`config.mk`:
```
export PLATFORM = sky130hd
export DESIGN_NAME = coeffBank
export DESIGN_NICKNAME = d
export VERILOG_FILES = /design/src/rtl/firPkg.sv /design/src/rtl/coeffBank.sv
export SDC_FILE = /design/constraint.sdc
export NUM_CORES = 1
export LEC_CHECK = 0
export BUFFER_PORTS_ARGS = -buffer_cell sky130_fd_sc_hd__buf_2
export CAP_MARGIN = 20
export CORE_UTILIZATION = 50
export DETAILED_ROUTE_END_ITERATION = 8
export PLACE_DENSITY = 0.8
export SLEW_MARGIN = 20
export SYNTH_ARGS = -nofsm -noshare
export SYNTH_HDL_FRONTEND = slang
export SYNTH_SLANG_ARGS = --single-unit
```
`constraint.sdc`:
```
create_clock -name clock -period 1.41 [get_ports clock]
set_input_delay 0.0705 -clock clock [delete_from_list [all_inputs] [get_ports clock]]
set_output_delay 0.0705 -clock clock [all_outputs]
set_load 0.02 [all_outputs]
```
`src/rtl/firPkg.sv`:
```
package firPkg;

	// Width of one real or imaginary part of a sample or a coefficient.
	localparam int sampleWidth = 8;

	// Width of one real or imaginary part of a filter result.
	// Two sample widths hold a single product, and the extra sample width
	// leaves room for the growth of a sum over up to twelve taps.
	localparam int resultWidth = 3 * sampleWidth;

	// A product of two signed parts needs exactly twice the sample width.
	localparam int productWidth = 2 * sampleWidth;

	// One complex input sample or one complex coefficient.
	// The real part sits in the upper half of the packed word.
	typedef struct packed {
		logic signed [sampleWidth-1:0] re;
		logic signed [sampleWidth-1:0] im;
	} complexSample;

	// One complex filter result at full precision.
	typedef struct packed {
		logic signed [resultWidth-1:0] re;
		logic signed [resultWidth-1:0] im;
	} complexResult;

	// The four real products of one tap.
	// A complex multiply is built from these after summation.
	typedef struct packed {
		logic signed [productWidth-1:0] reRe;
		logic signed [productWidth-1:0] imIm;
		logic signed [productWidth-1:0] reIm;
		logic signed [productWidth-1:0] imRe;
	} crossProducts;

	// Controller states.
	// All four encodings of the two-bit register are in use.
	// idle waits for a coefficient load request.
	// loadCoeffs shifts coefficients into the bank.
	// run accepts samples into the datapath.
	// stop is a single cycle on the way back to idle.
	typedef enum logic [1:0] {
		idle       = 2'd0,
		loadCoeffs = 2'd1,
		run        = 2'd2,
		stop       = 2'd3
	} firState;

endpackage

```
`src/rtl/coeffBank.sv`:
```
module coeffBank #(
	parameter int TAPS = 12
) (
	input  logic                               clock,
	input  logic                               rstN,
	input  logic                               coeffShift,
	input  firPkg::complexSample               coeffIn,
	output firPkg::complexSample [TAPS-1:0]    coeffs
);
	import firPkg::*;

	// Bank contents after one more shift.
	complexSample [TAPS-1:0] shifted;

	// A new coefficient enters at the top slot and every stored value
	// moves one slot down toward slot zero.
	// Slot zero falls off, so a load longer than TAPS keeps only the
	// last TAPS values.
	// After a load of exactly TAPS values, slot k holds h_k, the k-th
	// coefficient in load order.
	// That slot pairs with the sample accepted k acceptances earlier.
	always_comb begin
		shifted = {coeffIn, coeffs[TAPS-1:1]};
	end

	// The bank itself.
	// Slots never written since reset stay zero and add nothing to a sum.
	// A value shifted in at one edge is visible on coeffs right after it.
	always_ff @(posedge clock or negedge rstN) begin
		if (!rstN) begin
			coeffs <= '0;
		end else if (coeffShift) begin
			coeffs <= shifted;
		end
	end

endmodule

```
======== Yosys cells after proc, flatten, opt, wreduce, memory -nomap -nowiden ========
Index checks and enable logic that the tools add are counted.
word-level totals
  bits in registers ....................... 192
  input port bits ......................... 19
  output and inout port bits .............. 192

======== Longest topological paths before layout ========
Gate-level depths: netlist of run 1.
  depth in word-level cells ............... 0
  mapped depth ............................ 3

======== Least setup slack after synthesis of run 1 ========
No wires, ideal clock.
  path type ............................... reg-to-reg
  from .................................... register coeffs[119] in the netlist's numbering
  to ...................................... register coeffs[103] in the netlist's numbering
  library setup time ...................... 0.125 ns
  arrival ................................. 0.713 ns
  required time ........................... 1.285 ns
  path slack .............................. 0.572 ns
  stages on the path, launching flop included .. 2
  path buffers ............................ 0
  period minus slack after synthesis ...... 0.838 ns
  cell sequence ........................... dfrtp_1 mux2_2
RTL lines
  what                      line             text
  start: declaration        coeffBank.sv:8   output firPkg::complexSample [TAPS-1:0] coeffs
  start signal: assignment  coeffBank.sv:33  coeffs <= shifted;
No word-level cell between the ends.

======== Worst setup path in the final report of run 1 ========
  from .................................... register coeffs[76] in the netlist's numbering
  to ...................................... output port coeffs[76] in the netlist's numbering
No word-level cell between the ends.

==> reports/qor.yml, run 1 <==
route:
  drt-total-wl_um: 14500
  drcViolationCount: 0
  detail_route.wl_per_cell_um: 17.2
  vias_per_cell: 5.09
  drtIter0Drc: 143
  num_vias: 4290
  ant_nets: 0
  drtPass1Iterations: 6
clock_tree:
  clock-sinks: 192
  cts_tree: "done"
  cts_setup_buffers: 0
  clockBufferDepth: 2
  numCtsBuffers: 17
  cts-root-buf: "clkbuf_16"
  htree_levels: 4
  clkLatencyLatePin_ns: 0.43
  cts_resized: 0
  clkTransAtPathRegs_ns: 0.06
setup_path:
  critPathRequiredTime_ns: 1.34
  worstSetupPathType: "flop to output port"
  rr_worst_depth: 1
  r2r_slack_ns: 0.58
  critical-path-slowest-cell: "dfrtp_1"
  critical_path_arrival_ns: 1.04
  cp.buffers_inverters: 1
  crit_chain: "buf_2"
  endpoint_kind: "output port"
  path_delay_family: "flip-flops"
  timing.rr.start: "coeffs[33]"
  path_depth: 1
  cp-startpoint: "coeffs[76]"
  max_stage_delay_ns: 0.42
  path_max_fanout: 3
  cp-start-kind: "flop"
  worstReg2RegEnd: "coeffs[33]"
place:
  dpl.hpwl_um: 10100
  portBuffers: 210
  dp.cells: 794
  globalplace.congestion: 0.756
  dp_slack_ns: 0.282
layout:
  reg.largest.list: "coeffs x192"
  diodes: 0
  area_growth_pct: 28.7
  largest_reg_flops: 192
  fillers: 967
  fin_cells: 843
  drive_gt1_share_pct: 67.9
  nets: 669
  multiInputGateArea_um2: 2160
  regArea_um2: 4800
  layout_common_cells: "208 x buf_2, 192 x mux2_2, 192 x dfrtp_1"
  top_register: "coeffs"
  mostFrequentLayoutCell: "buf_2"
sta:
  hold_viol_final: 0
  fin_ws_ns: 0.301
  finalCriticalPeriod_ns: 1.11
  setup_viol: 0
  slew_headroom_pct: 70.6
  slew_violations: 0
  tns_ns: 0
  finalCritPeriodShare_pct: 78.7
  grt_setup_unrepaired: "false"
  worst_pin_slew_ns: 0.440
  finClkSkew_ns: 0.00748
  fmax_mhz: 902
hold_path:
  min-delay-path-class: "input port to flop"
  hold_path_depth: 2
  whs_endpoint: "coeffs[135]"
  hp-start: "coeffShift"
synth:
  ys_seq_area_share_pct: 66.8
  synth_nets: 424
  ys_ff_latch: 192
  syn_inst: 405
  yosys_warnings: 0
  synth_area_um2: 7200
  synth.avg_cell_area_um2: 17.8
  yosysUniqueCellTypes: 4
run_status:
  status: "finished clean"
grt:
  grt_pass1_vias: 4356
  grt_max_degree: 49
  grt.overflow.total: 0
  grt_usage_pct: 21.0
  antenna_found_initial: 0
  grt_first_pass_wirelength_um: 23400
pwr:
  pwr_density_cell_nw_per_um2: 2210
  total_power_uw: 20500
  leakage_uw: 0.00440
  ir_drop_v: 0.00101
die:
  dieArea_um2: 14900
  ios: 211
  start_util_pct: 51.6
  die_y_um: 122
  core_area_um2: 13900
  num_rows: 43
  die_x_um: 122
job:
  max_cap_viol_count: 0
-- worst max-delay path by stage --
stage | endpoint
final | coeffs[76]
after global routing | coeffs[76]
after CTS | coeffs[116]
after detailed placement | coeffs[165]
after global placement | coeffs[163]
after floorplan | coeffs[103]
-- cell families after synthesis --
logic type | synth area share, %
muxes | 30.0
DFF | 66.8
buffers and inverters | 3.20
-- layer usage --
layer	GRT usage (%)	up-vias	wire length (um)
met5	0	-	0
met4	8.56	0	254
met3	6.32	21	979
met2	32.4	156	6920
met1	27.7	2183	6380
li1	-	1930	-
-- Yosys cell counts (all sizes together) --
| library cell | count | area [um2] |
|---|---|---|
| buf | 21 | 230 |
| dfrtp | 192 | 4800 |
| mux2 | 192 | 2160 |
-- where the power goes --
group / total [uW] / internal, uW / switching, uW
clock: 4900 / 2940 / 1960
combinational: 6730 / 2820 / 3910
sequential: 8860 / 7420 / 1450
total: 20500 / 13200 / 7320
-- final cells by class --
class                   count  area share [%]
flip-flops and latches    192            51.9
multi-input cells         192            23.3
repair buffers            247            15.8
clock buffers              24            5.20
well taps                 180            2.43
clock inverters             8            1.39
-- repair_timing --
| item | 4_1_cts | 5_1_grt |
|---|---|---|
| hold endpoints to repair | 201 | 0 |
| endpoints found under the setup margin | 0 | 0 |
| hold buffers | 17 | 0 |
-- stage by stage --
step	hold WS [ns]	util (%)	cell area (um2)
6_report	0.111	66.5	9260
5_1_grt	0.110	66.5	9260
4_1_cts	0.0984	66.5	9260
3_5_place_dp	0.0606	60.9	8480
3_3_place_gp	0.0539	60.9	8480
2_1_floorplan	-0.225	-	7200
No activity file was read; power rests on OpenSTA's default activity.
==> run 2: changes to the inputs <==
==> constraint.sdc (replaced) <==
create_clock -name clock -period 1.1 [get_ports clock]
set_input_delay 0.055 -clock clock [delete_from_list [all_inputs] [get_ports clock]]
set_output_delay 0.055 -clock clock [all_outputs]
set_load 0.02 [all_outputs]
==> run 2 against run 1 <==
Non-clock buffer count grew 15. Worst hold slack lost 0.020 ns. Die area is the same. Clock skew shrank 0.00084 ns. Clock power grew 27%. Combinational power grew 34%. Cell count grew 1.8%. Via count grew 0.40%. Total power grew 30%. Largest cell class unchanged. Global-route usage shrank 0.45 points. Register-to-register slack lost 0.43 ns. Routed wire length shrank 0.89%.
==> reports/qor.yml, run 2 (same netlist as run 1, synthesis figures left out) <==
job:
  max_cap_viol_count: 0  # unchanged
clock_tree:
  clkTransAtPathRegs_ns: 0.07  # was 0.06 ns
  htree_levels: 4  # unchanged
  clockBufferDepth: 2  # unchanged
  clkLatencyLatePin_ns: 0.42  # was 0.43 ns
  numCtsBuffers: 17  # unchanged
  cts_tree: "done"  # unchanged
  clock-sinks: 192  # unchanged
  cts-root-buf: "clkbuf_16"  # unchanged
grt:
  antenna_found_initial: 0  # unchanged
  grt_pass1_vias: 4354  # was 4356
  grt_first_pass_wirelength_um: 23000  # was 23400 um
  grt_usage_pct: 20.5  # was 21.0%
  grt_max_degree: 64  # was 49
  grt.overflow.total: 0  # unchanged
sta:
  finalCritPeriodShare_pct: 97.1
  tns_ns: 0  # unchanged
  finClkSkew_ns: 0.00664  # was 0.00748 ns
  slew_violations: 0  # unchanged
  finalCriticalPeriod_ns: 1.07
  slew_headroom_pct: 72.8  # was 70.6%
  hold_viol_final: 0  # unchanged
  setup_viol: 0  # unchanged
  grt_setup_unrepaired: "true"  # was false
  fin_ws_ns: 0.0320  # was 0.301 ns
  fmax_mhz: 936
  worst_pin_slew_ns: 0.409  # was 0.440 ns
setup_path:
  r2r_slack_ns: 0.15  # was 0.58 ns
  rr_worst_depth: 2  # was 1
  critPathRequiredTime_ns: 1.04  # was 1.34 ns
  crit_chain: "buf_2"  # unchanged
  path_delay_family: "flip-flops"  # unchanged
  worstReg2RegEnd: "coeffs[76]"  # was coeffs[33]
  critPathCapture: "coeffs[56]"  # was coeffs[76]
  worstSetupPathType: "flop to output port"  # unchanged
  path_max_fanout: 3  # unchanged
  cp.buffers_inverters: 1  # unchanged
  cp-start-kind: "flop"  # unchanged
  critical_path_arrival_ns: 1.01  # was 1.04 ns
  cp-startpoint: "coeffs[56]"  # was coeffs[76]
  critical-path-slowest-cell: "dfrtp_1"  # unchanged
  path_depth: 1  # unchanged
  timing.rr.start: "coeffs[76]"  # was coeffs[33]
  endpoint_kind: "output port"  # unchanged
  max_stage_delay_ns: 0.41  # was 0.42 ns
place:
  dp.cells: 795  # was 794
  dpl.hpwl_um: 10000  # was 10100 um
  dp_slack_ns: 0.0834  # was 0.282 ns
  portBuffers: 210  # unchanged
  globalplace.congestion: 0.744  # was 0.756
die:
  core_area_um2: 13900  # unchanged
  die_y_um: 122  # unchanged
  die_x_um: 122  # unchanged
  ios: 211  # unchanged
  start_util_pct: 51.6  # unchanged
  dieArea_um2: 14900  # unchanged
  num_rows: 43  # unchanged
layout:
  layout_common_cells: "194 x buf_2, 192 x mux2_2, 192 x dfrtp_1"  # was 208 x buf_2, 192 x mux2_2, 192 x dfrtp_1
  mostFrequentLayoutCell: "buf_2"  # unchanged
  fin_cells: 858  # was 843
  area_growth_pct: 31.4  # was 28.7%
  drive_gt1_share_pct: 68.9  # was 67.9%
  nets: 684  # was 669
  largest_reg_flops: 192  # unchanged
  fillers: 934  # was 967
  diodes: 0  # unchanged
  reg.largest.list: "coeffs x192"  # unchanged
  top_register: "coeffs"  # unchanged
  fin_util_pct: 67.9  # was 66.5%
run_status:
  status: "finished clean"  # unchanged
route:
  num_vias: 4307  # was 4290
  drtIter0Drc: 138  # was 143
  drt-total-wl_um: 14400  # was 14500 um
  detail_route.wl_per_cell_um: 16.8  # was 17.2 um
  drcViolationCount: 0  # unchanged
  ant_nets: 0  # unchanged
  vias_per_cell: 5.02  # was 5.09
  drtPass1Iterations: 4  # was 6
pwr:
  ir_drop_v: 0.00163  # was 0.00101 V
  leakage_uw: 0.00451  # was 0.00440 uW
  pwr_density_cell_nw_per_um2: 2810  # was 2210 nW/um2
hold_path:
  min-delay-path-class: "input port to flop"  # unchanged
## run 2: changes by cell type in the layout (fill, tap and decap cells not counted), sizes merged
cell | previous run | this run
dlygate4sd3 | 17 | 18
inv | 0 | 3
clkbuf | 25 | 23
buf | 229 | 240
clkinvlp | 4 | 2
clkinv | 1 | 5
## run 2: cell type report
type / instances / area (um2) / area share (%)
Sequential cell: 192 / 4800 / 50.8
Multi-Input combinational cell: 192 / 2160 / 22.9
Timing Repair Buffer: 262 / 1660 / 17.6
Clock buffer: 19 / 443 / 4.68
Tap cell: 180 / 225 / 2.38
Clock inverter: 13 / 160 / 1.69
## run 2: routing by layer
metal  vias up  GRT usage [%]  share of wire, %
met3        17           6.98               7.6
met2       157           32.7                48
met4         0           7.87               1.4
met5         -              0                 0
li1       1970              -                 -
met1      2163           25.8                42
## run 2: power breakdown
| part | internal [uW] | switching (uW) |
|---|---|---|
| clock network | 3640 | 2560 |
| registers | 9500 | 1860 |
| logic | 3960 | 5070 |
| total | 17100 | 9500 |
## run 2: worst register-to-register path, cell delays in order, from the launching register on
cell and delay, ns:
dfrtp_1 0.43, buf_4 0.15, mux2_2 0.25
## run 2: metrics by stage
step	hold WS (ns)	area (um2)	power, uW
after floorplan	-0.241	7200	16500
after global placement	0.0207	8520	19700
after detailed placement	0.0278	8520	20100
after CTS	0.0815	9300	26500
after global routing	0.0889	9460	28000
final	0.0908	9460	26600
## run 2: worst min path at each step
| stage | from | slack (ns) | to | depth (start not counted) |
|---|---|---|---|---|
| 3_3_place_gp | rstN | 0.02 | coeffs[6] | 1 |
| 4_1_cts | coeffShift | 0.08 | coeffs[117] | 3 |
| 5_1_grt | coeffShift | 0.09 | coeffs[117] | 3 |
| 6_report | coeffShift | 0.09 | coeffs[117] | 3 |
| 3_5_place_dp | rstN | 0.03 | coeffs[6] | 1 |
| 2_1_floorplan | rstN | -0.24 | coeffs[0] | 0 |
## run 2: what timing repair did
item,4_1_cts,5_1_grt
gates resized for setup,0,22
setup endpoints to repair,0,20
hold buffers,18,0
hold endpoints to repair,210,0
setup buffers,0,13
==> run 3: changes to the inputs <==
--- a/config.mk
+++ b/config.mk
@@ -8,6 +8,7 @@
 export BUFFER_PORTS_ARGS = -buffer_cell sky130_fd_sc_hd__buf_2
 export CAP_MARGIN = 20
 export CORE_UTILIZATION = 50
+export CTS_BUF_LIST = sky130_fd_sc_hd__clkbuf_16
 export DETAILED_ROUTE_END_ITERATION = 8
 export PLACE_DENSITY = 0.8
 export SLEW_MARGIN = 20
==> constraint.sdc (replaced) <==
create_clock -name clock -period 1.3 [get_ports clock]
set_input_delay 0.065 -clock clock [delete_from_list [all_inputs] [get_ports clock]]
set_output_delay 0.065 -clock clock [all_outputs]
set_load 0.02 [all_outputs]
==> run 3 against run 2 <==
Clock power is 23% lower. Cell count is 1.9% lower. Register-to-register slack better by 0.33 ns. Design area is 2.6% lower. Core utilization is 1.8 points lower. Clock skew is 0.0011 ns higher. Largest cell class unchanged.
==> reports/qor.yml, run 3 (same netlist as run 1, synthesis figures left out) <==
setup_path:
  path_max_fanout: 3  # unchanged
  endpoint_kind: "output port"  # unchanged
  crit_chain: "buf_2"  # unchanged
  cp-start-kind: "flop"  # unchanged
  cp.buffers_inverters: 1  # unchanged
  critPathRequiredTime_ns: 1.24  # was 1.04 ns
  max_stage_delay_ns: 0.41  # about the same
  critical-path-slowest-cell: "dfrtp_1"  # unchanged
  worstSetupPathType: "flop to output port"  # unchanged
  critical_path_arrival_ns: 1.02  # was 1.01 ns
  path_delay_family: "flip-flops"  # unchanged
grt:
  grt_first_pass_wirelength_um: 22700  # was 23000 um
  antenna_found_initial: 0  # unchanged
  grt_pass1_vias: 4223  # was 4354
  grt.overflow.total: 0  # unchanged
  grt_max_degree: 49  # was 64
  grt_usage_pct: 20.1  # was 20.5%
route:
  drtPass1Iterations: 4  # unchanged
  vias_per_cell: 5.06  # was 5.02
  num_vias: 4264  # was 4307
  ant_nets: 0  # unchanged
  drt-total-wl_um: 14100  # was 14400 um
  drcViolationCount: 0  # unchanged
  detail_route.wl_per_cell_um: 16.8  # about the same
  drtIter0Drc: 172  # was 138
clock_tree:
  clock-sinks: 192  # unchanged
  clkLatencyLatePin_ns: 0.42  # about the same
  cts_setup_buffers: 0  # unchanged
  cts_tree: "done"  # unchanged
  clkTransAtPathRegs_ns: 0.07  # about the same
  cts-root-buf: "clkbuf_16"  # unchanged
  htree_levels: 4  # unchanged
  numCtsBuffers: 17  # unchanged
  clockBufferDepth: 2  # unchanged
pwr:
  ir_drop_v: 0.00119  # was 0.00163 V
  leakage_uw: 0.00438  # was 0.00451 uW
  pwr_density_cell_nw_per_um2: 2350  # was 2810 nW/um2
place:
  dp_slack_ns: 0.247  # was 0.0834 ns
  dp.cells: 793  # was 795
  dpl.hpwl_um: 9830  # was 10000 um
  portBuffers: 210  # unchanged
  globalplace.congestion: 0.776  # was 0.744
sta:
  worst_pin_slew_ns: 0.423  # was 0.409 ns
  hold_viol_final: 0  # unchanged
  finClkSkew_ns: 0.00776  # was 0.00664 ns
  finalCritPeriodShare_pct: 83.2
  slew_violations: 0  # unchanged
  fmax_mhz: 925
  finalCriticalPeriod_ns: 1.08
  slew_headroom_pct: 71.8  # was 72.8%
  fin_ws_ns: 0.219  # was 0.0320 ns
  tns_ns: 0  # unchanged
  setup_viol: 0  # unchanged
  grt_setup_unrepaired: "false"  # was true
layout:
  regArea_um2: 4800  # unchanged
  largest_reg_flops: 192  # unchanged
  mostFrequentLayoutCell: "buf_2"  # unchanged
  reg.largest.list: "coeffs x192"  # unchanged
  diodes: 0  # unchanged
  multiInputGateArea_um2: 2160  # unchanged
  nets: 668  # was 684
  fillers: 987  # was 934
  drive_gt1_share_pct: 67.8  # was 68.9%
  layout_common_cells: "208 x buf_2, 192 x mux2_2, 192 x dfrtp_1"  # was 194 x buf_2, 192 x mux2_2, 192 x dfrtp_1
  fin_cells: 842  # was 858
  top_register: "coeffs"  # unchanged
  area_growth_pct: 28.0  # was 31.4%
run_status:
  status: "finished clean"  # unchanged
die:
  num_rows: 43  # unchanged
  die_y_um: 122  # unchanged
  ios: 211  # unchanged
  core_area_um2: 13900  # unchanged
  die_x_um: 122  # unchanged
  start_util_pct: 51.6  # unchanged
  dieArea_um2: 14900  # unchanged
hold_path:
  min-delay-path-class: "input port to flop"  # unchanged
job:
  max_cap_viol_count: 0  # unchanged
run 3: cell count changes in the layout (fill, tap and decap cells not counted), moves of 2 or more:
cell / previous run / this run
buf_4: 30 / 12
buf_2: 194 / 208
buf_6: 8 / 1
clkinv_4: 1 / 6
clkbuf_4: 3 / 0
clkinv_2: 4 / 1
inv_6: 3 / 0
bufinv_16: 3 / 1
clkinv_1: 0 / 2
inv_1: 0 / 2
run 3: stage by stage:
stage	hold slack [ns]	util, %	instance area (um2)	power (uW)
after floorplan	-0.231	-	7200	13900
after global placement	0.0404	60.9	8490	16700
after detailed placement	0.0466	60.9	8490	17000
after CTS	0.0690	66.1	9210	21900
after global routing	0.0731	66.1	9210	22800
final	0.0772	66.1	9210	21600
run 3: final timing paths:
| path | slack [ns] | start | depth (start not counted) | to |
|---|---|---|---|---|
| max in group asynchronous | 0.59 | rstN | 3 | coeffs[52] |
| hold reg to reg | 0.50 | coeffs[0] | 1 | coeffs[0] |
| setup / recovery | 0.22 | coeffs[132] | 1 | coeffs[132] |
| hold / removal | 0.08 | coeffShift | 2 | coeffs[95] |
| min in group asynchronous | 0.17 | rstN | 2 | coeffs[6] |
| setup reg to reg | 0.48 | coeffs[112] | 1 | coeffs[112] |
run 3: report_power, final:
group	internal [uW]	switching (uW)	leakage, uW	total, uW
sequential	8040	1510	0.00228	9550
combinational	3060	4220	0.00184	7280
clock	2620	2170	0.000266	4790
run 3: final cells by class:
type / count / share of cell area (%)
timing repair buffer: 246 / 15.9
clock inverter: 15 / 1.36
tap: 180 / 2.45
clock buffer: 17 / 4.62
multi-input combinational: 192 / 23.5
sequential: 192 / 52.2
run 3: per-layer routing:
metal,vias up,global-route usage (%),share of wire (%)
met4,0,7.18,1.3
met2,153,31.1,47
met1,2162,26.4,44
met3,15,6.65,7.4
met5,-,0,0
li1,1934,-,-
run 3: what timing repair did:
item | 4_1_cts | 5_1_grt
hold buffers | 17 | 0
hold endpoints to repair | 208 | 0
setup endpoints to repair | 0 | 0
resized for setup | 0 | 0
